### src/design/diad_macros.svh
`ifndef DIAD_MACROS_SVH
`define DIAD_MACROS_SVH

// Data and instruction words share one width
`define DIAD_DATA_W 16

// Word address into the shared memory
`define DIAD_ADDR_W 8

// Register index and register count
`define DIAD_REG_W 3
`define DIAD_NUM_REGS 8

// Raw immediate field of the instruction
`define DIAD_IMM_W 6

// Words in the unified instruction and data memory
`define DIAD_MEM_DEPTH 256

`endif
### src/design/diad_pkg.sv
`default_nettype none
`include "diad_macros.svh"

package diad_pkg;

    typedef logic [`DIAD_DATA_W-1:0] data_t;
    typedef logic [`DIAD_ADDR_W-1:0] addr_t;
    typedef logic [`DIAD_REG_W-1:0]  reg_idx_t;
    typedef logic [`DIAD_IMM_W-1:0]  imm_t;

    typedef enum logic [3:0] {
        OP_NOP  = 4'd0,
        OP_ADD  = 4'd1,
        OP_SUB  = 4'd2,
        OP_AND  = 4'd3,
        OP_OR   = 4'd4,
        OP_XOR  = 4'd5,
        OP_SHL  = 4'd6,
        OP_SHR  = 4'd7,
        OP_ADDI = 4'd8,
        OP_LD   = 4'd9,
        OP_ST   = 4'd10
    } opcode_e;

    // Raw encoding, opcode in the top nibble
    typedef struct packed {
        logic [3:0] opcode;
        reg_idx_t   rd;
        reg_idx_t   rs1;
        imm_t       rs2_imm; // rs2 sits in the low bits
    } instr_t;

    typedef struct packed {
        logic  valid;
        addr_t pc;
        data_t instr;
    } fetch_t;

    typedef struct packed {
        logic     valid;
        addr_t    pc;
        opcode_e  opcode;
        reg_idx_t rd;
        reg_idx_t rs1;
        reg_idx_t rs2;
        data_t    imm;
    } decode_t;

    typedef struct packed {
        logic     valid;
        addr_t    pc;
        opcode_e  opcode;
        reg_idx_t rd;
        data_t    result; // ALU value or effective address
        data_t    sdata;
    } exec_t;

    typedef struct packed {
        logic     valid;
        addr_t    pc;
        opcode_e  opcode;
        reg_idx_t rd;
        data_t    result;
    } mem_t;

    typedef struct packed {
        logic     valid;
        addr_t    pc;
        opcode_e  opcode;
        reg_idx_t rd;
        logic     we;
        data_t    wdata;
    } retire_t;

endpackage

`default_nettype wire

### src/design/diad_decode.sv
`timescale 1ns/100ps
`default_nettype none
`include "diad_macros.svh"

module diad_decode import diad_pkg::*; (
    input  wire logic   iw_clk,
    input  wire logic   iw_rst,
    input  wire fetch_t fetch_in,
    output decode_t     dec_out
);

    instr_t  ins;
    opcode_e op;
    data_t   imm_ext;

    assign ins = instr_t'(fetch_in.instr);

    // Unused encodings behave as NOP
    always_comb begin
        if (ins.opcode > OP_ST) begin
            op = OP_NOP;
        end
        else begin
            op = opcode_e'(ins.opcode);
        end
    end

    assign imm_ext = {{(`DIAD_DATA_W-`DIAD_IMM_W){ins.rs2_imm[`DIAD_IMM_W-1]}}, ins.rs2_imm};

    always_ff @(posedge iw_clk or posedge iw_rst) begin
        if (iw_rst) begin
            dec_out.valid <= 1'b0;
        end
        else begin
            dec_out.valid  <= fetch_in.valid;
            dec_out.pc     <= fetch_in.pc;
            dec_out.opcode <= op;
            dec_out.rd     <= ins.rd;
            dec_out.rs1    <= ins.rs1;
            dec_out.rs2    <= ins.rs2_imm[`DIAD_REG_W-1:0];
            dec_out.imm    <= imm_ext;
        end
    end

endmodule

`default_nettype wire

### config.mk
export PLATFORM = sky130hd
export DESIGN_NAME = diad_decode
export DESIGN_NICKNAME = d
export VERILOG_FILES = /design/src/design/diad_pkg.sv /design/src/design/diad_decode.sv
export VERILOG_INCLUDE_DIRS = /design/src /design/src/design
export SDC_FILE = /design/constraint.sdc
export NUM_CORES = 1
export LEC_CHECK = 0
export ABC_AREA = 1
export BUFFER_PORTS_ARGS = -buffer_cell sky130_fd_sc_hd__buf_2
export CAP_MARGIN = 25
export CORE_MARGIN = 5
export CORE_UTILIZATION = 39
export CTS_CLUSTER_DIAMETER = 60
export CTS_CLUSTER_SIZE = 12
export DETAILED_ROUTE_END_ITERATION = 16
export GPL_TIMING_DRIVEN = 0
export PLACE_DENSITY = 0.87
export SYNTH_ARGS = -nofsm -noshare
export SYNTH_HDL_FRONTEND = slang
export SYNTH_SLANG_ARGS = --single-unit
### constraint.sdc
create_clock -name iw_clk -period 0.9 [get_ports iw_clk]
set_input_delay 0.09 -clock iw_clk [delete_from_list [all_inputs] [get_ports iw_clk]]
set_output_delay 0.09 -clock iw_clk [all_outputs]
set_load 0.02 [all_outputs]
# Word-level counts from Yosys, hierarchy flattened
# Index checks and enable logic that the tools add are counted.
# totals
out_inout_bits	38
wordCells	8
input_bits	27
regBits	28
# classes
n_lt_le_gt_ge	1
# op_table
op	count
$gt 4x4->1 const B	1

# Depth between registers and ports, before layout
# depth
word_depth	1
depth_mapped	3
depth_no_buf	3

# Least setup slack after synthesis
# Ideal clock, no wire load.
# synth_path
path_type	input-to-reg
from	input port iw_rst
to	register dec_out[0] (netlist bit), enable pin
path_stages	1
setup_ns	0.380
path_slack_ns	-0.064
n_path_buf	0
required_ns	0.520
t_arrival_ns	0.585
cell_sequence	inv_1
# synth_rtl
element	line_no	source
from (decl)	diad_decode.sv:7	input wire logic iw_rst,
to (decl)	diad_decode.sv:9	output decode_t dec_out
# No word-level cell between the ends.

# Final worst setup path
# layout_path
from	register, netlist name dec_out[5]
to	output port dec_out[6] (netlist bit)
# No word-level cell between the ends.

==> impl_metrics.py <==
metrics = {
    "clock_network": {
        "cts_sinks": 25,
        "cts_tree": "done",
        "clock_path_buffers": 2,
        "root_buffer": "clkbuf_4",
        "path_clk_slew_ps": 130,
        "htreeDepth": 1,
        "cts_inserted_buffers": 3,
    },
    "yosys": {
        "syn-instance-count": 49,
        "synth_area_leader_cell": "edfxtp_1",
        "synth_async_sr_flop_share": 0.0400,
        "synthFlopType": "edfxtp_1",
        "ys_types": 8,
        "synth_edf_count": 24,
        "ys_warn_count": 0,
        "ys_top_cells_by_count": "24 x edfxtp_1, 13 x buf_4, 5 x inv_1",
        "synth_area_sq_um": 891,
        "synthTopCellsByArea": "edfxtp_1 81%, buf_4 11%, dfrtp_1 2.8%",
        "synth_top_area_frac": 0.809,
        "synth.most_common_cell": "edfxtp_1",
        "ys_seq_elements": 25,
        "synth_seq_area_share": 0.837,
        "postSynthNetCount": 76,
        "avgSynthCellArea_sq_um": 18.2,
    },
    "cells_and_area": {
        "top_regs": "dec_out (25)",
        "fillers": 111,
        "syn_to_final_growth_pct": 98.6,
        "drive_gt1_frac": 0.599,
        "ff_latch_area_sq_um": 746,
        "multiInputGateArea_sq_um": 28.8,
        "largest_reg_flops": 25,
        "fin_nets": 170,
        "n_antenna_cell": 0,
        "top_register": "dec_out",
        "finalNonFillerCells": 170,
    },
    "die": {
        "die_w_microns": 57.8,
        "die_area_sq_mm": 0.00334,
        "initial_core_util": 0.407,
        "ios": 65,
        "rows": 17,
        "fp.coreArea_sq_mm": 0.00219,
        "die_y_microns": 57.8,
    },
    "place": {
        "placedCellCount": 141,
        "portBuffers": 64,
        "dpl.hpwl_mm": 1.41,
        "place.gp.congestion": 0.722,
    },
    "sta": {
        "worstMarginPinSlew_ps": 497,
        "hold_viol_final": 0,
        "grt_setup_unrepaired": "true",
        "finalWorstSetupSlack_ps": -396,
        "period_needed_ps": 1300,
        "finalCritPeriodShare": 1.44,
        "maxSlewViolCount": 0,
        "maxSlewHeadroom": 0.668,
        "tns_ps": -6210,
        "max_freq_mhz": 772,
        "setup_viol": 38,
    },
    "global_routing": {
        "globalRoute.totalOverflow": 0,
        "antenna_found_initial": 0,
        "grt_usage": 0.163,
        "grt_max_degree": 26,
        "grt_pass1_wl_mm": 3.93,
        "grt_pass1_vias": 781,
    },
    "critical_path": {
        "cp-end-kind": "output pin",
        "cp_max_fo": 5,
        "required_ps": 810,
        "worstPathArrival_ps": 1210,
        "crit_type": "register to output pin",
        "start_kind": "register",
    },
    "pwr": {
        "pwr_density_cell_mw_per_mm2": 1510,
        "totalPowerFinal_mw": 2.67,
        "power.leakage_nw": 0.800,
        "ir_drop_mv": 1.18,
    },
    "job": {
        "drv_cap": 0,
    },
    "route": {
        "drt-initial-drc-count": 15,
        "avgRoutedWirePerCell_microns": 17.9,
        "drt-pass1-iter-count": 4,
        "drc": 0,
        "vias": 738,
        "drt-total-wl_mm": 3.04,
        "antenna_left": 0,
        "viasPerCell": 4.34,
    },
    "hold_path": {
        "hp-class": "input port to register",
    },
    "run_status": {
        "status": "finished with violations",
        "violations": "setup timing",
    },
}
-- layout by cell type (no fill, tap or decap), drive strengths merged --
cell type	instances
clkbuf	4
nand2	2
dfrtp	1
edfxtp	24
a21oi	3
clkinvlp	1
nor2	1
inv	4
buf	80
dlygate4sd3	22
-- area by class of cell --
type,instances,area share
Timing Repair Buffer,90,0.438
Tap cell,28,0.0198
Inverter,5,0.0127
Clock buffer,4,0.0149
Buffer,12,0.0764
Multi-Input combinational cell,6,0.0163
Sequential cell,25,0.421
-- per-layer routing --
metal / wire length (microns) / global-route usage
met2: 1700 / 0.331
met3: 219 / 0.0379
met4: 40 / 0.0695
met1: 1080 / 0.150
met5: 0 / 0
-- power by group --
group          total [mW]  switching, mW  leakage, nW  internal (mW)
Combinational       0.765          0.348        0.539          0.418
Clock               0.476          0.303       0.0150          0.173
Sequential           1.43         0.0511        0.246           1.38
-- stage by stage --
step | cell area [sq um] | setup WS [ps] | util | hold WS, ps
after global routing | 1770 | -445 | 0.808 | 89.6
final | 1770 | -396 | 0.808 | 107
after global placement | 1250 | -106 | 0.571 | 132
after floorplan | 895 | 18.2 | - | -35.1
after detailed placement | 1250 | -148 | 0.571 | 147
after CTS | 1670 | -328 | 0.763 | 107
-- kinds of logic after synthesis --
| kind of cell | share of synthesized area |
|---|---|
| AND/OR/NAND/NOR | 0.0154 |
| buffers and inverters | 0.131 |
| AO/OA/AOI/OAI | 0.0168 |
| flip-flops | 0.837 |
-- critical path, stage by stage, from the launching register on --
cell and delay [ps]:
edfxtp_1 480, buf_6 180, buf_6 120, buf_6 120
-- worst paths after layout --
kind,startpoint,cells past startpoint,endpoint,slack (ps)
worst min-delay path,fetch_in[15],2,dec_out[26],110
max in group asynchronous,iw_rst,3,dec_out[37],280
min in group asynchronous,iw_rst,3,dec_out[37],520
worst max-delay path,dec_out[5],3,dec_out[6],-400
-- timing repair --
action                     4_1_cts  5_1_grt
hold endpoints to repair        22        0
resized for setup               50       28
buffers inserted                 3        1
hold buffers                    22        0
pin swaps                        0        0
setup endpoints to repair       38       38
No activity file was read; power rests on OpenSTA's default activity.
