File: config.mk
export PLATFORM = sky130hd
export DESIGN_NAME = diad_writeback
export DESIGN_NICKNAME = d
export VERILOG_FILES = /design/src/design/diad_pkg.sv /design/src/design/diad_writeback.sv
export VERILOG_INCLUDE_DIRS = /design/src /design/src/design
export SDC_FILE = /design/constraint.sdc
export NUM_CORES = 1
export LEC_CHECK = 0
export BUFFER_PORTS_ARGS = -buffer_cell sky130_fd_sc_hd__clkbuf_2
export CELL_PAD_IN_SITES_DETAIL_PLACEMENT = 2
export CELL_PAD_IN_SITES_GLOBAL_PLACEMENT = 2
export CORE_MARGIN = 1.5
export CORE_UTILIZATION = 25
export CTS_CLUSTER_DIAMETER = 100
export DETAILED_ROUTE_END_ITERATION = 8
export HOLD_SLACK_MARGIN = 0.15
export PLACE_DENSITY_LB_ADDON = 0.1
export SLEW_MARGIN = 20
export SYNTH_ARGS = -nofsm -noshare
export SYNTH_HDL_FRONTEND = slang
export SYNTH_SLANG_ARGS = --single-unit
File: constraint.sdc
create_clock -name iw_clk -period 2.29 [get_ports iw_clk]
set_input_delay 0.687 -clock iw_clk [delete_from_list [all_inputs] [get_ports iw_clk]]
set_output_delay 0.687 -clock iw_clk [all_outputs]
set_load 0.01 [all_outputs]
File: src/design/diad_macros.svh
`ifndef DIAD_MACROS_SVH
`define DIAD_MACROS_SVH

// Data and instruction words share one width
`define DIAD_DATA_W 16

// Word address into the shared memory
`define DIAD_ADDR_W 8

// Register index and register count
`define DIAD_REG_W 3
`define DIAD_NUM_REGS 8

// Raw immediate field of the instruction
`define DIAD_IMM_W 6

// Words in the unified instruction and data memory
`define DIAD_MEM_DEPTH 256

`endif
File: src/design/diad_pkg.sv
`default_nettype none
`include "diad_macros.svh"

package diad_pkg;

    typedef logic [`DIAD_DATA_W-1:0] data_t;
    typedef logic [`DIAD_ADDR_W-1:0] addr_t;
    typedef logic [`DIAD_REG_W-1:0]  reg_idx_t;
    typedef logic [`DIAD_IMM_W-1:0]  imm_t;

    typedef enum logic [3:0] {
        OP_NOP  = 4'd0,
        OP_ADD  = 4'd1,
        OP_SUB  = 4'd2,
        OP_AND  = 4'd3,
        OP_OR   = 4'd4,
        OP_XOR  = 4'd5,
        OP_SHL  = 4'd6,
        OP_SHR  = 4'd7,
        OP_ADDI = 4'd8,
        OP_LD   = 4'd9,
        OP_ST   = 4'd10
    } opcode_e;

    // Raw encoding, opcode in the top nibble
    typedef struct packed {
        logic [3:0] opcode;
        reg_idx_t   rd;
        reg_idx_t   rs1;
        imm_t       rs2_imm; // rs2 sits in the low bits
    } instr_t;

    typedef struct packed {
        logic  valid;
        addr_t pc;
        data_t instr;
    } fetch_t;

    typedef struct packed {
        logic     valid;
        addr_t    pc;
        opcode_e  opcode;
        reg_idx_t rd;
        reg_idx_t rs1;
        reg_idx_t rs2;
        data_t    imm;
    } decode_t;

    typedef struct packed {
        logic     valid;
        addr_t    pc;
        opcode_e  opcode;
        reg_idx_t rd;
        data_t    result; // ALU value or effective address
        data_t    sdata;
    } exec_t;

    typedef struct packed {
        logic     valid;
        addr_t    pc;
        opcode_e  opcode;
        reg_idx_t rd;
        data_t    result;
    } mem_t;

    typedef struct packed {
        logic     valid;
        addr_t    pc;
        opcode_e  opcode;
        reg_idx_t rd;
        logic     we;
        data_t    wdata;
    } retire_t;

endpackage

`default_nettype wire

File: src/design/diad_writeback.sv
`timescale 1ns/100ps
`default_nettype none

module diad_writeback import diad_pkg::*; (
    input  wire logic  iw_clk,
    input  wire logic  iw_rst,
    input  wire mem_t  mem_in,
    output logic       wr_en,
    output reg_idx_t   wr_addr,
    output data_t      wr_data,
    output retire_t    retire
);

    function automatic logic writes_reg(opcode_e op);
        return (op inside {OP_ADD, OP_SUB, OP_AND, OP_OR, OP_XOR,
                           OP_SHL, OP_SHR, OP_ADDI, OP_LD});
    endfunction

    always_ff @(posedge iw_clk or posedge iw_rst) begin
        if (iw_rst) begin
            retire.valid <= 1'b0;
            retire.we    <= 1'b0;
        end
        else begin
            retire.valid  <= mem_in.valid;
            retire.pc     <= mem_in.pc;
            retire.opcode <= mem_in.opcode;
            retire.rd     <= mem_in.rd;
            retire.we     <= mem_in.valid && writes_reg(mem_in.opcode) && (mem_in.rd != '0);
            retire.wdata  <= mem_in.result;
        end
    end

    // Register write lands at the edge ending the retire cycle
    assign wr_en   = retire.we;
    assign wr_addr = retire.rd;
    assign wr_data = retire.wdata;

endmodule

`default_nettype wire

* Word-level counts from Yosys, hierarchy flattened *
Index checks and enable logic that the tools add are counted.

cells by class
  reduce and logical (&&, ||, !) cells = 4
  eq/ne operators = 9

operators by type and width
  operator            number
  $eq 4x3->1 const B  4
  $reduce_bool 9->1   1
  $eq 4x2->1 const B  2
  $eq 4x4->1 const B  2
  $eq 4x1->1 const B  1
  $reduce_bool 3->1   1
  $logic_and 1x1->1   2

storage, ports and cells
  word-level logic and storage cells = 19
  register bits = 33
  input bits = 34
  output and inout port bits = 53

* Longest topological paths before layout *
  depth in word-level cells = 4
  gate-level depth with buffers = 2
  depth with buffers taken out = 2

* Worst setup path after synthesis *
No wires, ideal clock.

  path type = in2reg
  start point = in iw_rst
  end point = reg retire[20] (netlist name), enable pin
  library setup time = 388 ps
  cell stages on the path = 1
  required time = 1902 ps
  arrival time = 1337 ps
  path slack = 566 ps
  buffers on the path = 0
  cells stage by stage = inv_1

RTL lines
  element          line                  source
  start, declared  diad_writeback.sv:6   input wire logic iw_rst,
  end, declared    diad_writeback.sv:11  output retire_t retire

No word-level cell between the ends.

* Worst setup path after layout *
  start point = reg retire, in the netlist wr_data[1]
  end point = out retire[1] (netlist name)

No word-level cell between the ends.

==> results_dict.tcl <==
set metrics [dict create \
    status "complete, no violations" \
    die_area_sq_um 5060 \
    vias 731 \
    critPathTopFamily "flip-flops" \
    core_area_sq_um 4410 \
    cp_cell_sequence "clkbuf_2" \
    worst-path-buf-inv 1 \
    ir_drop_mv 0.295 \
    cp-end-kind "output port" \
    rows 24 \
    yosys.area.top_type "edfxtp_1" \
    ys_types 8 \
    tightest_slew_ps 412 \
    final_hold_viol_count 0 \
    vias_per_cell 3.97 \
    synthMuxAreaShare 0 \
    synth-simple-area-share 0.00970 \
    final_area_sq_um 1590 \
    netlist_area_sq_um 1160 \
    fp.dieW_microns 71.2 \
    p_int_uw 986 \
    rsz0062_at_grt "no" \
    required_ps 1600 \
    hold_class "in2async" \
    num_io_pins 87 \
    antenna_cells 0 \
    ys_async_sr_fraction 0.0606 \
    grt_pass1_vias 765 \
    final.min_clock_period_ps 1510 \
    syn_inst 58 \
    grt_usage 0.104 \
    drt-wirelength-per-cell_microns 13.4 \
    power_uw 1280 \
    grt_max_degree 34 \
    cellLeakagePower_uw 0.000740 \
    cp_slowest_stage_delay_ps 390 \
    place_congestion 0.622 \
    ctsHoldBuffers 0 \
    post_cts_buffers 0 \
    cts_root_buf "clkbuf_8" \
    cts_tree "yes" \
    synth_most_common_cell "edfxtp_1" \
    synth_fa_ha_area_frac 0 \
    synthTopCellsByArea "edfxtp_1, buf_4, dfrtp_1" \
    placed_cell_area_sq_um 1510 \
    slew_headroom 0.725 \
    p_clk_frac 0.310 \
    synth_seq_cells 33 \
    postCtsResizedCells 0 \
    seq_power_share 0.570 \
    worstPathArrival_ps 820 \
    wl_microns 2460 \
    synthXorXnorAreaFrac 0 \
    synth_top_area_frac 0.802 \
    drc 0 \
    area_delta_synth_final_pct 37.0 \
    fill_cells 466 \
    synth_top_family_by_area "buffers and inverters" \
    hpwl_microns 1930 \
    cp_slowest_cell "edfxtp_1" \
    final.setup.tns_ps 0 \
    grt_pass1_wl_microns 3800 \
    p_sw_frac 0.231 \
    initial_utilization 0.263 \
    fp.dieH_microns 71.2 \
    slew_violations 0 \
    path_clk_slew_ps 60 \
    clock.fmax_mhz 664 \
    synth.avg_cell_area_sq_um 20.0 \
    clock_sinks 33 \
    grt_most_used_layer "met2" \
    min_period_over_period 0.658 \
    ys_seq_area_frac 0.845 \
    seqCellArea_sq_um 981 \
    numCtsBuffers 5 \
    drive_gt1_frac 0.697 \
    switchingPower_uw 297 \
    cts.htree.levels 2 \
    met3_usage 0.0541 \
    nets 166 \
    startpoint_type "register" \
    final_util 0.360 \
    power.density_nw_per_um2 806 \
    multi_input_area_sq_um 26.3 \
    clockBufferDepth 2 \
    antenna_violating_nets_post_route 0 \
    first_pass_iters 2 \
    synth_nets 92 \
    synth_common_cells "edfxtp_1, buf_4, dfrtp_1" \
    antenna_found_initial 0 \
    grt_use_met2 0.166 \
    synth-compound-area-share 0.0129 \
    cap_violations 0 \
    cp_max_fo 2 \
    io_buffers 86 \
    drtIter0Drc 22 \
    p_comb_frac 0.119 \
    yosys_warnings 0 \
    synth_edf_count 31 \
    grt_overflow 0 \
    critPathKind "reg2out" \
    grt.met1_usage 0.110 \
    finalSetupViolations 0 \
    ys.flop_type "edfxtp_1" \
]
[state kept, by name (all words and copies together), names as in the netlist]
register,count
wr_data,16
retire,13
wr_addr,3
wr_en,1
[layer usage]
layer,share of wire,vias to the layer above
li1,-,337
met4,0.025,0
met3,0.10,6
met5,0,-
met2,0.52,46
met1,0.35,342
[cell usage in the layout (no fill, tap or decap)]
master	count
o21a_1	1
dfrtp_1	2
clkbuf_8	5
nor4_1	1
edfxtp_1	31
o31ai_1	1
buf_4	1
nor3_1	1
clkbuf_2	86
inv_1	1
clkinv_1	1
clkbuf_1	1
[power groups by stage]
| stage | sequential [uW] | combinational [uW] | clock [uW] |
|---|---|---|---|
| after floorplan | 769 | 63.1 | 0 |
| after CTS | 733 | 158 | 422 |
| final | 731 | 153 | 398 |
| after global placement | 742 | 156 | 0 |
| after global routing | 737 | 166 | 446 |
| after detailed placement | 746 | 158 | 0 |
[layout make-up]
type	instances	share of cell area
tap	52	0.0409
timing repair buffer	87	0.275
sequential	33	0.617
clock buffer	6	0.0456
clock inverter	1	0.00236
multi-input combinational	4	0.0165
inverter	1	0.00236
[stage by stage]
step | setup WS [ps] | hold WS, ps | cells
floorplan | 566 | 718 | 58
CTS | 754 | 474 | 184
finish | 784 | 483 | 184
global route | 740 | 498 | 184
global placement | 750 | 771 | 177
detailed placement | 727 | 786 | 177
[logic make-up after synthesis]
logic type,count (synthesis)
buf+inv,21
flops,33
compound gates,2
simple gates,2
[path summary, 6_finish.rpt]
check | startpoint | endpoint | slack (ps) | cells after the start
max in group asynchronous | iw_rst | retire[32]$_DFF_PP0_ | 1520 | 3
worst min-delay path | iw_rst | wr_en$_DFF_PP0_ | 480 | 3
worst max-delay path | wr_data[1]$_DFFE_PN_ | retire[1] | 780 | 1
min in group iw_clk | mem_in[31] | retire[32]$_DFF_PP0_ | 530 | 1
Power figures use the tool's default switching activity.
