`config.mk`:
```
export PLATFORM = sky130hd
export DESIGN_NAME = diad_regfile
export DESIGN_NICKNAME = d
export VERILOG_FILES = /design/src/design/diad_pkg.sv /design/src/design/diad_regfile.sv
export VERILOG_INCLUDE_DIRS = /design/src /design/src/design
export SDC_FILE = /design/constraint.sdc
export NUM_CORES = 1
export LEC_CHECK = 0
export BUFFER_PORTS_ARGS = -buffer_cell sky130_fd_sc_hd__buf_2
export CAP_MARGIN = 30
export CORE_MARGIN = 5
export CORE_UTILIZATION = 30
export DETAILED_ROUTE_END_ITERATION = 8
export HOLD_SLACK_MARGIN = 0.1
export SYNTH_ARGS = -nofsm -noshare
export SYNTH_HDL_FRONTEND = slang
export SYNTH_SLANG_ARGS = --single-unit
```
`constraint.sdc`:
```
create_clock -name iw_clk -period 7 [get_ports iw_clk]
set_clock_uncertainty 0.05 [all_clocks]
set_input_delay 1.75 -clock iw_clk [delete_from_list [all_inputs] [get_ports iw_clk]]
set_output_delay 1.75 -clock iw_clk [all_outputs]
set_load 0.01 [all_outputs]
```
`src/design/diad_macros.svh`:
```
`ifndef DIAD_MACROS_SVH
`define DIAD_MACROS_SVH

// Data and instruction words share one width
`define DIAD_DATA_W 16

// Word address into the shared memory
`define DIAD_ADDR_W 8

// Register index and register count
`define DIAD_REG_W 3
`define DIAD_NUM_REGS 8

// Raw immediate field of the instruction
`define DIAD_IMM_W 6

// Words in the unified instruction and data memory
`define DIAD_MEM_DEPTH 256

`endif
```
`src/design/diad_pkg.sv`:
```
`default_nettype none
`include "diad_macros.svh"

package diad_pkg;

    typedef logic [`DIAD_DATA_W-1:0] data_t;
    typedef logic [`DIAD_ADDR_W-1:0] addr_t;
    typedef logic [`DIAD_REG_W-1:0]  reg_idx_t;
    typedef logic [`DIAD_IMM_W-1:0]  imm_t;

    typedef enum logic [3:0] {
        OP_NOP  = 4'd0,
        OP_ADD  = 4'd1,
        OP_SUB  = 4'd2,
        OP_AND  = 4'd3,
        OP_OR   = 4'd4,
        OP_XOR  = 4'd5,
        OP_SHL  = 4'd6,
        OP_SHR  = 4'd7,
        OP_ADDI = 4'd8,
        OP_LD   = 4'd9,
        OP_ST   = 4'd10
    } opcode_e;

    // Raw encoding, opcode in the top nibble
    typedef struct packed {
        logic [3:0] opcode;
        reg_idx_t   rd;
        reg_idx_t   rs1;
        imm_t       rs2_imm; // rs2 sits in the low bits
    } instr_t;

    typedef struct packed {
        logic  valid;
        addr_t pc;
        data_t instr;
    } fetch_t;

    typedef struct packed {
        logic     valid;
        addr_t    pc;
        opcode_e  opcode;
        reg_idx_t rd;
        reg_idx_t rs1;
        reg_idx_t rs2;
        data_t    imm;
    } decode_t;

    typedef struct packed {
        logic     valid;
        addr_t    pc;
        opcode_e  opcode;
        reg_idx_t rd;
        data_t    result; // ALU value or effective address
        data_t    sdata;
    } exec_t;

    typedef struct packed {
        logic     valid;
        addr_t    pc;
        opcode_e  opcode;
        reg_idx_t rd;
        data_t    result;
    } mem_t;

    typedef struct packed {
        logic     valid;
        addr_t    pc;
        opcode_e  opcode;
        reg_idx_t rd;
        logic     we;
        data_t    wdata;
    } retire_t;

endpackage

`default_nettype wire

```
`src/design/diad_regfile.sv`:
```
`timescale 1ns/100ps
`default_nettype none
`include "diad_macros.svh"

module diad_regfile import diad_pkg::*; (
    input  wire logic     iw_clk,
    input  wire logic     iw_rst,
    input  wire reg_idx_t rd_addr1,
    input  wire reg_idx_t rd_addr2,
    output data_t         rd_data1,
    output data_t         rd_data2,
    input  wire logic     wr_en,
    input  wire reg_idx_t wr_addr,
    input  wire data_t    wr_data
);

    data_t regs [`DIAD_NUM_REGS];

    always_ff @(posedge iw_clk or posedge iw_rst) begin
        if (iw_rst) begin
            for (int i = 0; i < `DIAD_NUM_REGS; i++) begin
                regs[i] <= '0;
            end
        end
        else if (wr_en && wr_addr != '0) begin // r0 never leaves zero
            regs[wr_addr] <= wr_data;
        end
    end

    assign rd_data1 = regs[rd_addr1];
    assign rd_data2 = regs[rd_addr2];

endmodule

`default_nettype wire

```
* Word level (Yosys, flattened, before mapping)
Index checks and enable logic that the tools add are counted.
Widths: inputs -> output; s select.
** Operators by class
- Add/sub/neg operators :: 0
- Multipliers :: 0
- Bitwise gates (word level) :: 3
- Div/mod/pow operators :: 0
- Reductions and logical operators :: 3
- Multiplexer cells :: 9
- Shifts and indexed selects :: 0
- $lt $le $gt $ge :: 4
- Eq/ne operators :: 0
** Operator list (number)
- $bwmux 128 :: 1
- $bmux 16 s3 :: 2
- $mux 16 :: 5
- $demux 16 s3 :: 1
- $ge 4x4->1 const B :: 3
- $not 3->4 :: 3
- $lt 4x1->1 const B :: 1
- $reduce_bool 3->1 :: 1
- $logic_and 1x1->1 :: 2
** Storage, ports and cells
- Latch bits :: 0
- Logic and storage cells :: 27
- RAM bits :: 0
- Memories kept :: 0
- Bits in read-only memories :: 0
- Bits in registers :: 128

* Depth between registers and ports, before layout
- Depth in word-level cells :: 6
- Gate-level depth with buffers :: 5

* Worst setup path after synthesis
No wires, ideal clock.
- Path kind :: input to output
- From :: input port rd_addr1[2]
- To :: output port rd_data1[15]
- Setup slack :: 2.341 ns
- Arrival :: 2.859 ns
- Buffers on the path :: 3
- Stages :: 5
- Cell sequence :: buf_6 buf_2 buf_2 mux4_2 mux2_2
** On the way
- Longest elaborated chain between the ends :: 4
** RTL lines
- start: declaration :: line diad_regfile.sv:8 : input wire reg_idx_t rd_addr1,
- $not 3->4 (implied by the code) :: line diad_regfile.sv:30 : assign rd_data1 = regs[rd_addr1];
- $bmux 16 s3 :: line diad_regfile.sv:30
- $mux 16 (implied by the code) (2 in a row) :: line diad_regfile.sv:30
- end: declaration :: line diad_regfile.sv:10 : output data_t rd_data1,
Every way passes these cells. The select of a mux whose other input is x is not followed.

* Worst setup path in the final report
- From :: input port rd_addr1[2]
- To :: output port rd_data1[13]
The elaborated chain is that of the path after synthesis.

==> metrics.md <==
| Metric | Value |
|---|---|
| Worst VDD drop | `0.171 mV` |
| Worst Path Required | `5.20 ns` |
| Status | `completed` |
| Mapped Area | `6950 um2` |
| Hold Fails Final Rpt | `0` |
| Max-slew violations | `0` |
| Multi-input gate area | `3410 um2` |
| Fillers | `2145` |
| Crit end category | `primary output` |
| Regs by FF count | `regs x128` |
| Via count | `3767` |
| DR WL met2 | `8270 um` |
| Final WL | `16200 um` |
| Layout area overhead | `14.0%` |
| Max reg flops | `128` |
| Overflow after GRT | `0` |
| Initial antenna violation count | `1` |
| Post-cts resize count | `0` |
| Crit path launch | `rd_addr1[2]` |
| Pwr/cell area | `288 nW/um2` |
| Worst-path fanout max | `27` |
| Antenna cells | `0` |
| RSZ-0062 raised after global routing | `no` |
| Biggest register | `regs` |
| Finished Layout Cells | `730` |
| Core area | `22700 um2` |
| Setup Viol. Count Final | `0` |
| Root buf cell | `clkbuf_16` |
| Wire per inst | `22.3 um` |
| Fin nets | `460` |
| Initial Utilization | `0.306` |
| Final ANT Viol Nets | `0` |
| Maximum clock insertion buffer count | `2` |
| Slew margin rel. | `0.423` |
| TNS Setup | `0 ns` |
| FF/Latch Area | `3200 um2` |
| Dpl ws | `1.54 ns` |
| Die Span X | `162 um` |
| WL met1 | `7250 um` |
| Clk slew on worst S/H paths | `0.05 ns` |
| Worst-margin pin slew | `0.866 ns` |
| Share of cells above drive strength 1 | `0.542` |
| DR vias/cell | `5.16` |
| Hold Buf Count CTS | `0` |
| Achievable Freq | `0.184 GHz` |
| Max Cap Violations | `0` |
| Highest routing layer actually used | `met5` |
| Met3 WL | `507 um` |
| Final Util | `0.349` |
| # rows | `55` |
| Inserted Clock Buffers | `17` |
| H-tree depth | `4` |
| Hold Path Class | `reg -> reg` |
| Reg-to-reg startpoint | `regs[105]` |
| Die Ht | `162 um` |
| Min-delay src | `regs[124]` |
| CP Launch Type | `input pin` |
| Placed cell count | `696` |
| Critical path type | `in -> out` |
| Min Tclk post-route | `5.42 ns` |
| I/O Pins | `60` |
| LEAKAGE | `3.53 nW` |
| CTS sink cnt | `128` |
| Syn Area/Cell | `17.6 um2` |
| DP HPWL | `10000 um` |
| DR iter-0 viols | `201` |
| Setup Buffers After CTS | `0` |
| Critical Path AT | `3.62 ns` |
| Synth Warn # | `0` |
| Final GP Congestion | `0.739` |
| Remaining DRCs | `0` |
| First-pass GRT wire length | `25500 um` |
| Post-synthesis register bit count | `128` |
| Syn_nets | `422` |
| Vias in the first global route | `4227` |
| Period utilisation layout | `0.774` |
| Die area | `26300 um2` |
| Syn Inst Count | `394` |
| Sequential element share of the synthesized area | `0.461` |
| Largest net degree at the start of global routing | `77` |
| I/O Buffers | `59` |
| CTS tree | `built` |
| Yosys cell types | `20` |
| GR Util All Layers | `0.129` |
| Post-route setup slack | `1.58 ns` |
| Clock Latency Late Sink | `0.41 ns` |
| First-pass iteration count of the detailed router | `6` |
## metal layers
metal / up-vias / track usage
li1: 1649 / -
met2: 65 / 0.213
met1: 2033 / 0.169
met3: 18 / 0.0304
met5: - / 0
met4: 2 / 0.0400
## report_power, final
group	internal (mW)	leakage [nW]	switching (mW)
clock	0.503	0.269	0.296
combinational	0.310	1.70	0.189
sequential	0.885	1.57	0.0984
## final timing paths
check	slack, ns	endpoint	depth (start not counted)
max	1.58	rd_data1[13]	5
min	0.34	regs[124]	0
max reg2reg	6.14	regs[105]	1
min reg2reg	0.34	regs[124]	0
max in group asynchronous	4.46	regs[22]	4
min in group asynchronous	1.16	regs[43]	2
## through the flow
stage	total power, mW	instance area [um2]	hold WS (ns)
final	2.28	7920	0.335
after global routing	2.40	7920	0.349
after CTS	2.31	7870	0.339
after detailed placement	1.50	7340	0.327
after global placement	1.47	7340	0.321
after floorplan	1.34	6950	0.386
## placed cells by master (no fill, tap or decap)
cell type,instances
buf_2,59
inv_4,1
buf_16,1
nand4b_4,3
and4bb_2,1
nor4bb_4,1
clkbuf_1,6
buf_4,8
mux4_2,16
clkbuf_16,17
dfrtp_1,128
nand4_2,1
clkbuf_8,2
buf_12,1
bufinv_16,1
mux2_2,113
mux4_1,48
mux2_1,21
and4bb_1,1
clkinv_2,6
mux2_4,10
## logic make-up after synthesis
group / count (synthesis) / synth area share
flops: 128 / 0.461
buf+inv: 51 / 0.0499
mux: 208 / 0.472
simple gates: 7 / 0.0171
## synth_stat cells (all sizes together)
master,number,area (um2)
mux2,144,1660
dfrtp,128,3200
mux4,64,1620
buf,32,273
clkbuf,18,70.1
nand4b,3,71.3
and4bb,2,25.0
inv,1,3.75
nand4,1,12.5
nor4bb,1,10.0
## critical path: stages
cell    delay, ns
buf_2        0.65
buf_4        0.28
mux4_2       0.49
mux2_2       0.29
buf_2        0.15
## area by class of cell
type,instances,share of cell area
clock inverter,7,0.00758
multi-input combinational,215,0.431
tap,285,0.0450
clock buffer,25,0.0600
inverter,1,0.000790
timing repair buffer,69,0.0509
sequential,128,0.404
Note: power is estimated with default switching activity, not from simulation.
