**src/design/diad_macros.svh**
```systemverilog
`ifndef DIAD_MACROS_SVH
`define DIAD_MACROS_SVH

// Data and instruction words share one width
`define DIAD_DATA_W 16

// Word address into the shared memory
`define DIAD_ADDR_W 8

// Register index and register count
`define DIAD_REG_W 3
`define DIAD_NUM_REGS 8

// Raw immediate field of the instruction
`define DIAD_IMM_W 6

// Words in the unified instruction and data memory
`define DIAD_MEM_DEPTH 256

`endif
```
**src/design/diad_pkg.sv**
```systemverilog
`default_nettype none
`include "diad_macros.svh"

package diad_pkg;

    typedef logic [`DIAD_DATA_W-1:0] data_t;
    typedef logic [`DIAD_ADDR_W-1:0] addr_t;
    typedef logic [`DIAD_REG_W-1:0]  reg_idx_t;
    typedef logic [`DIAD_IMM_W-1:0]  imm_t;

    typedef enum logic [3:0] {
        OP_NOP  = 4'd0,
        OP_ADD  = 4'd1,
        OP_SUB  = 4'd2,
        OP_AND  = 4'd3,
        OP_OR   = 4'd4,
        OP_XOR  = 4'd5,
        OP_SHL  = 4'd6,
        OP_SHR  = 4'd7,
        OP_ADDI = 4'd8,
        OP_LD   = 4'd9,
        OP_ST   = 4'd10
    } opcode_e;

    // Raw encoding, opcode in the top nibble
    typedef struct packed {
        logic [3:0] opcode;
        reg_idx_t   rd;
        reg_idx_t   rs1;
        imm_t       rs2_imm; // rs2 sits in the low bits
    } instr_t;

    typedef struct packed {
        logic  valid;
        addr_t pc;
        data_t instr;
    } fetch_t;

    typedef struct packed {
        logic     valid;
        addr_t    pc;
        opcode_e  opcode;
        reg_idx_t rd;
        reg_idx_t rs1;
        reg_idx_t rs2;
        data_t    imm;
    } decode_t;

    typedef struct packed {
        logic     valid;
        addr_t    pc;
        opcode_e  opcode;
        reg_idx_t rd;
        data_t    result; // ALU value or effective address
        data_t    sdata;
    } exec_t;

    typedef struct packed {
        logic     valid;
        addr_t    pc;
        opcode_e  opcode;
        reg_idx_t rd;
        data_t    result;
    } mem_t;

    typedef struct packed {
        logic     valid;
        addr_t    pc;
        opcode_e  opcode;
        reg_idx_t rd;
        logic     we;
        data_t    wdata;
    } retire_t;

endpackage

`default_nettype wire

```
**src/design/diad_fetch.sv**
```systemverilog
`timescale 1ns/100ps
`default_nettype none

module diad_fetch import diad_pkg::*; (
    input  wire logic  iw_clk,
    input  wire logic  iw_rst,
    input  wire logic  run,
    output addr_t      fetch_addr,
    input  wire data_t fetch_data,
    output fetch_t     fetch_out
);

    addr_t pc;
    logic  pend_valid; // An address went out last cycle
    addr_t pend_pc;

    assign fetch_addr = pc;

    always_ff @(posedge iw_clk or posedge iw_rst) begin
        if (iw_rst) begin
            pc         <= '0;
            pend_valid <= 1'b0;
        end
        else begin
            pend_valid <= run;
            if (run) begin
                pc <= pc + addr_t'(1);
            end
        end
    end

    always_ff @(posedge iw_clk) begin
        pend_pc <= pc;
    end

    // Memory data arrives one cycle after the address, pair it with its pc
    always_ff @(posedge iw_clk or posedge iw_rst) begin
        if (iw_rst) begin
            fetch_out.valid <= 1'b0;
        end
        else begin
            fetch_out.valid <= pend_valid;
            fetch_out.pc    <= pend_pc;
            fetch_out.instr <= fetch_data;
        end
    end

endmodule

`default_nettype wire

```
**config.mk**
```make
export PLATFORM = sky130hd
export DESIGN_NAME = diad_fetch
export DESIGN_NICKNAME = d
export VERILOG_FILES = /design/src/design/diad_pkg.sv /design/src/design/diad_fetch.sv
export VERILOG_INCLUDE_DIRS = /design/src /design/src/design
export SDC_FILE = /design/constraint.sdc
export NUM_CORES = 1
export LEC_CHECK = 0
export ABC_AREA = 1
export ABC_CLOCK_PERIOD_IN_PS = 1300
export BUFFER_PORTS_ARGS = -buffer_cell sky130_fd_sc_hd__buf_2
export CAP_MARGIN = 25
export CORE_AREA = 2 2 86 47
export DETAILED_ROUTE_END_ITERATION = 16
export DIE_AREA = 0 0 88 49
export PLACE_DENSITY_LB_ADDON = 0.12
export SLEW_MARGIN = 0
export SYNTH_ARGS = -nofsm -noshare
export SYNTH_HDL_FRONTEND = slang
export SYNTH_SLANG_ARGS = --single-unit
```
**constraint.sdc**
```tcl
create_clock -name iw_clk -period 1.3 [get_ports iw_clk]
set_input_delay 0.26 -clock iw_clk [delete_from_list [all_inputs] [get_ports iw_clk]]
set_output_delay 0.26 -clock iw_clk [all_outputs]
set_load 0.005 [all_outputs]
```
After elaboration in Yosys (flattened, before gate mapping):

Cells that the tools add are included.

* logic and storage cells: 7
* input port bits: 19
* output and inout bits: 33
* bits in registers: 42

* add/sub/neg operators: 1

Operators with widths (count)
* $add 8x1->8 const B: 1

Logic depth before layout (Yosys ltp):

Gate-level depths: netlist of run 1.

* word-level depth: 1
* depth in mapped cells: 6
* depth with buffers taken out: 6

Least setup slack after synthesis of run 1:

OpenSTA, ideal clock, no wires.

* path kind: in2reg
* start point: in iw_rst
* end point: reg fetch_out[0] (netlist bit) (enable)
* slack: -0.028 ns
* required time: 0.911 ns
* arrival: 0.939 ns
* cell stages on the path: 1
* buffers on the path: 0
* setup time: 0.389 ns
* cell sequence: inv_1

RTL lines
* start: declaration: line diad_fetch.sv:6 `input wire logic iw_rst,`
* end: declaration: line diad_fetch.sv:10 `output fetch_t fetch_out`

No word-level cell between the ends.

Final worst setup path of run 1:

* start point: reg pc[0], in the netlist fetch_addr[0]
* end point: out fetch_addr[0]

RTL lines
* start: declaration: line diad_fetch.sv:13 `addr_t pc;`
* start signal: assignment: line diad_fetch.sv:27 `pc <= pc + addr_t'(1);`
* end: declaration: line diad_fetch.sv:8 `output addr_t fetch_addr,`

No word-level cell between the ends.

==> results.ini, run 1 <==
[cts]
cts_tree = yes
clock_path_buffers = 2
cts_hold_buffers = 0
cts_made_buffers = 5
cts-root-buf = clkbuf_8
post_cts_resized = 0
clk_pin_slew_ns = 0.07
post-cts-setup-buffers = 0
h-tree-depth = 2
insertion_delay_ns = 0.28
cts_sinks = 42

[timing]
final.setup.worst_slack_ns = 0.0888
drv_slew = 0
hold_slack_ns = 0.0698
slew_headroom_pct = 87.6
rsz0062_at_grt = no
fin_skew_ns = 0.00323
post-route-period-util_pct = 93.2
setup_viol = 0
worst_pin_slew_ns = 0.186
hold_viol = 0
post-route-min-period_ns = 1.21
clock.fmax_ghz = 0.826
finalSetupTns_ns = 0

[worst_setup_path]
cp.buffers_inverters = 2
critPathArrivalTime_ns = 0.95
cpPeakStageDelay_ns = 0.39
crit_chain = buf_4, buf_2
rr_startpoint = fetch_addr[1]
required_ns = 1.04
r2r_setup_slack_ns = 0.21
timing.rr.end = fetch_addr[6]
critPathKind = reg2out
critPathLaunchType = flop
path_delay_family = flip-flops
reg2reg_depth = 6
crit_path_end_kind = output port
slowest_stage = dfrtp_1
crit_fanout = 5

[floorplan]
io_pins = 52
die_h_um = 49
die_w_um = 88
coreArea_um2 = 3620
initial_utilization_pct = 36.3
dieArea_um2 = 4310
row_count = 16

[detailed_routing]
totalWireLength_mm = 2.11
dr.pass1.iters = 4
via_per_inst = 3.91
ant_nets = 0
drtIter0Drc = 24
route.detailed.drc = 0
via_count = 751
routedWlPerCell_um = 11.0

[placement]
postPlaceCellArea_um2 = 1680
place_hpwl_mm = 1.49
gp_congestion = 0.722
placed_cells = 184
place_ws_ns = 0.217
placement.io_buffers = 51

[synth]
yosys_warnings = 0
synth_fp_nets = 96
synth-seq-cells = 42
synth_area_um2 = 1320
ys_types = 13
synth_area_per_cell_um2 = 17.3
synth_top_area_share_pct = 54.8
yosysTopAreaCell = edfxtp_1
ys_seq_area_share_pct = 86.0
synth_cells = 76
synth_area_leaders = edfxtp_1 55%, dfrtp_1 19%, dfxtp_1 12%, nand2_1 3.4%, xor2_1 2.7%

[global_route]
antenna_found_initial = 0
grt.overflow.total = 0
grt_pass1_wl_mm = 3.11
grt_start_max_net_pins = 27
grt_pass1_vias = 688
grtUsageTotal_pct = 10.3

[finish]
final_cells = 192
syn_to_final_growth_pct = 33.7
fillers = 332
final_core_util_pct = 48.5
fin_nets = 157
antenna_cells = 0
final_cell_area_um2 = 1760
drive_gt1_share_pct = 46.4

[power_and_ir_drop]
p_seq_share_pct = 59.1
leakagePower_nw = 0.790
total_power_mw = 3.26
power_density_nw_per_um2 = 1860
p_comb_share_pct = 17.6
swShare_pct = 26.0
p_clk_share_pct = 23.3
p_sw_mw = 0.848
ir_drop_uv = 678
internal-power_mw = 2.42

[worst_hold_path]
hp-class = in2async

[run]
max_cap_violations = 0

[outcome]
outcome = finished clean

==> flip-flops by register name, indices dropped and copies added (netlist names) <==
| name | cells |
|---|---|
| fetch_addr | 8 |
| pend_valid | 1 |
| pend_pc | 8 |
| fetch_out | 25 |
==> cell type report <==
class	count	area, um2	area share [%]
flip-flops and latches	42	1130	64.3
clock inverters	2	8.76	0.498
repair buffers	54	290	16.5
inverters	8	33.8	1.92
clock buffers	6	72.6	4.13
multi-input cells	26	154	8.75
well taps	54	67.6	3.84
==> kinds of logic after synthesis <==
kind of cell,after synthesis,share of synthesized area (%)
XOR/XNOR,5,3.33
adder cells (fa/ha/maj),1,0.951
buffers and inverters,8,2.28
flip-flops,42,86.0
multiplexers,1,0.856
AND/OR/NAND/NOR,19,6.56
==> metal layers <==
metal	routed length [um]	part of all wire (%)	vias to the layer above	global-route usage (%)
met3	198	9.4	3	4.91
met5	0	0	-	0
met1	926	44	334	11.7
met2	959	46	38	15.3
met4	23	1.1	0	6.92
li1	-	-	376	-
==> layout by cell type (no fill, tap or decap) <==
| cell | instances |
|---|---|
| clkinvlp_4 | 1 |
| nand4_1 | 1 |
| nand2_1 | 12 |
| buf_2 | 51 |
| clkbuf_1 | 1 |
| clkbuf_8 | 5 |
| nand3b_1 | 1 |
| dfrtp_1 | 10 |
| nand3_1 | 3 |
| xor2_1 | 4 |
| buf_12 | 1 |
| mux2_2 | 1 |
| xnor2_1 | 1 |
| inv_1 | 7 |
| clkinv_1 | 1 |
| clkinv_2 | 1 |
| edfxtp_1 | 24 |
| ha_1 | 1 |
| dfxtp_1 | 8 |
| buf_4 | 2 |
| nor2_2 | 2 |
==> Yosys cell counts <==
| library cell | number |
|---|---|
| nand4_1 | 1 |
| nand2_1 | 12 |
| nor2_2 | 2 |
| mux2_2 | 1 |
| dfxtp_1 | 8 |
| xnor2_1 | 1 |
| inv_1 | 8 |
| xor2_1 | 4 |
| nand3b_1 | 1 |
| nand3_1 | 3 |
| edfxtp_1 | 24 |
| dfrtp_1 | 10 |
| ha_1 | 1 |
==> how the worst max path moves through the flow <==
stage                     cells after the start          start  slack, ns            end
final                                         2  fetch_addr[0]       0.09  fetch_addr[0]
after global routing                          2  fetch_addr[0]       0.06  fetch_addr[0]
after detailed placement                      6  fetch_addr[1]       0.22  fetch_addr[6]
after floorplan                               1         iw_rst       0.20   fetch_out[0]
after CTS                                     2  fetch_addr[0]       0.08  fetch_addr[0]
after global placement                        6  fetch_addr[1]       0.25  fetch_addr[6]
==> power by group through the flow <==
| stage | clock (mW) | combinational (mW) | sequential (mW) |
|---|---|---|---|
| 6_report | 0.762 | 0.574 | 1.93 |
| 5_1_grt | 0.838 | 0.642 | 1.97 |
| 4_1_cts | 0.797 | 0.584 | 1.94 |
| 3_5_place_dp | 0 | 0.578 | 1.96 |
| 3_3_place_gp | 0 | 0.568 | 1.95 |
| 2_1_floorplan | 0 | 0.221 | 1.97 |
==> worst min-delay path, delay by kind of cell <==
family,cells,cell delay [ns]
buffers and inverters,3,0.44
Note: power is estimated with default switching activity, not from simulation.
==> inputs of run 2 (changes only) <==
- ABC_AREA: 1 -> 0
- CORE_AREA: 2 2 86 47 -> 2 2 84 46
- DIE_AREA: 0 0 88 49 -> 0 0 86 48
- SETUP_SLACK_MARGIN: not set -> 0.2
==> run 2 against run 1 <==
  * Synthesized cell count is 20% lower
  * Sequential power about the same
  * Register-to-register slack improved by 0.03 ns
  * Via count decreased by 4.9%
  * Final cell count decreased by 11%
  * Worst setup slack gained 0.076 ns
  * Combinational power up 20%
  * Sequential share of layout area up 0.21 points
  * Flip-flop and latch count is the same
  * Critical path type unchanged
==> results.ini, run 2 <==
[finish]
fin_nets = 147  ; -6.4%
syn_to_final_growth_pct = 38.3
mostFrequentLayoutCells = 50 x buf_2, 24 x edfxtp_1, 8 x dfxtp_1
largest_register = fetch_out
final_common_cell = buf_2
final_cell_area_um2 = 1760  ; unchanged
drive_gt1_share_pct = 56.3  ; +9.9 points
largest_register_ffs = 25  ; unchanged
antenna_cells = 0  ; unchanged

[detailed_routing]
route.detailed.drc = 0  ; unchanged
via_count = 714  ; -4.9%
routedWlPerCell_um = 12.5  ; +14%
drtIter0Drc = 20  ; -17%
via_per_inst = 4.20  ; +7.4%
ant_nets = 0  ; unchanged
totalWireLength_mm = 2.12  ; +0.62%
dr.pass1.iters = 3  ; -1

[outcome]
outcome = finished clean

[worst_setup_path]
path_delay_family = flip-flops
slowest_stage = dfrtp_2
crit_fanout = 5  ; unchanged
cp.buffers_inverters = 1  ; -1
critPathArrivalTime_ns = 0.88  ; -0.07 ns
required_ns = 1.04  ; about the same
critPathKind = reg2out
crit_start = fetch_addr[1]
cpPeakStageDelay_ns = 0.45  ; +0.06 ns
rr_startpoint = fetch_addr[1]
crit_chain = buf_2
critPathLaunchType = flop
crit_path_end_kind = output port

[synth]
synth_area_leaders = edfxtp_1 57%, dfrtp_1 20%, dfxtp_1 13%, xor2_1 2.8%, xnor2_1 2.1%
synth-seq-cells = 42  ; unchanged
ys_seq_area_share_pct = 89.0  ; +3.0 points
synth-edff-count = 24  ; unchanged
async_reset_ff_share_pct = 23.8  ; unchanged
synth_area_per_cell_um2 = 20.8  ; +20%
ys_types = 13  ; unchanged
synth_fp_nets = 81  ; -16%
synth_area_um2 = 1270  ; -3.3%
yosysTopAreaCell = edfxtp_1
synth_top_area_share_pct = 56.7  ; +1.9 points
yosysMostFrequentCell = edfxtp_1
yosys_warnings = 0  ; unchanged
ys.flop_type = edfxtp_1
ys_top_cells_by_count = 24 x edfxtp_1, 10 x dfrtp_1, 8 x dfxtp_1
synth_cells = 61  ; -20%

[timing]
hold_viol = 0  ; unchanged
slew_headroom_pct = 87.7  ; about the same
fin_skew_ns = 0.00478  ; +0.00154 ns
clock.fmax_ghz = 0.881  ; +6.7%
finalSetupTns_ns = 0  ; unchanged
post-route-min-period_ns = 1.14  ; -0.0755 ns
worst_pin_slew_ns = 0.185  ; -0.00115 ns
rsz0062_at_grt = yes
setup_viol = 0  ; unchanged
drv_slew = 0  ; unchanged
post-route-period-util_pct = 87.4  ; -5.8 points

[global_route]
antenna_found_initial = 0  ; unchanged
grt.overflow.total = 0  ; unchanged
grtUsageTotal_pct = 10.4  ; +0.12 points
busiest_layer = met1
grt_pass1_vias = 621  ; -9.7%
grt_use_met2_pct = 13.0  ; -2.3 points
grt_pass1_wl_mm = 2.90  ; -6.5%
grt_util_met3_pct = 5.17  ; +0.27 points
grt_start_max_net_pins = 35  ; +30%
gr-usage-met1_pct = 13.8  ; +2.1 points

[floorplan]
coreArea_um2 = 3320  ; -8.3%
io_pins = 52  ; unchanged
die_w_um = 86  ; -2.3%
row_count = 15  ; -1
die_h_um = 48  ; -2.0%
dieArea_um2 = 4130  ; -4.3%
initial_utilization_pct = 38.3  ; +2.0 points

[cts]
cts_sinks = 42  ; unchanged
h-tree-depth = 2  ; unchanged
clock_path_buffers = 2  ; unchanged
clk_pin_slew_ns = 0.07  ; about the same
cts_tree = yes
cts_hold_buffers = 0  ; unchanged
cts_made_buffers = 5  ; unchanged
insertion_delay_ns = 0.28  ; about the same
cts-root-buf = clkbuf_8

[power_and_ir_drop]
ir_drop_uv = 909  ; +34%
leakagePower_nw = 0.777  ; -1.5%
power_density_nw_per_um2 = 1920  ; +3.5%

[run]
max_cap_violations = 0  ; unchanged

[placement]
gp_congestion = 0.737  ; +2.1%
placement.io_buffers = 51  ; unchanged
place_hpwl_mm = 1.36  ; -8.6%
postPlaceCellArea_um2 = 1600  ; -4.4%

[worst_hold_path]
hp-class = in2async

## run 2: tightest hold or removal path, stage by stage
cell and delay, ns:
buf_2 0.11, clkinvlp_4 0.07, buf_12 0.20
## run 2: worst paths after layout
kind | slack [ns] | endpoint | cells after the start
setup / recovery | 0.16 | fetch_addr[1] | 1
hold / removal | 0.01 | fetch_addr[2] | 3
setup reg to reg | 0.24 | fetch_addr[1] | 2
hold reg to reg | 0.35 | fetch_out[24] | 0
max in group asynchronous | 1.11 | fetch_addr[1] | 3
min in group iw_clk | 0.15 | fetch_out[6] | 1
## run 2: area by class of cell
type | instances | area [um2]
Timing Repair Buffer | 59 | 334
Multi-Input combinational cell | 18 | 149
Clock buffer | 8 | 80.1
Tap cell | 42 | 52.6
Inverter | 1 | 7.51
Sequential cell | 42 | 1130
Fill cell | 284 | 1560
## run 2: cell families (layout without fill, tap and decap cells)
logic type | after synthesis | count (layout) | synth area share (%)
buffers and inverters | 1 | 68 | 0.295
adders and majority gates | 1 | 1 | 0.984
xor gates and xnor gates | 7 | 7 | 4.82
muxes | 1 | 1 | 0.886
and+or+nand+nor | 9 | 9 | 4.04
DFF | 42 | 42 | 89.0
## run 2: what timing repair did
action                     in CTS  in global routing
hold endpoints to repair        0                  0
pin swaps                       2                  2
resized for setup               3                  3
cloned                          0                  0
setup endpoints to repair       9                  8
buffers inserted                4                  3
## run 2: where the power goes
| part | internal, mW | switching (mW) | total [mW] | leakage [nW] |
|---|---|---|---|---|
| sequential | 1.77 | 0.154 | 1.92 | 0.423 |
| combinational | 0.396 | 0.292 | 0.688 | 0.315 |
| clock | 0.381 | 0.390 | 0.771 | 0.0395 |
| total | 2.54 | 0.836 | 3.38 | 0.777 |
## run 2: per-layer routing
layer | part of all wire (%) | up-vias
li1 | - | 346
met1 | 52 | 325
met2 | 37 | 39
met3 | 9.6 | 4
met4 | 1.5 | 0
met5 | 0 | -
## run 2: metrics by stage
step | hold slack (ns) | setup slack [ns] | utilization, % | std cells | total power [mW]
after detailed placement | 0.313 | 0.130 | 48.2 | 155 | 2.44
after global placement | 0.306 | 0.201 | 48.2 | 155 | 2.43
after floorplan | 0.192 | 0.197 | - | 61 | 2.14
final | 0.0105 | 0.164 | 52.9 | 170 | 3.38
after global routing | 0.00800 | 0.123 | 52.9 | 170 | 3.57
after CTS | 0.00293 | 0.156 | 51.8 | 167 | 3.36
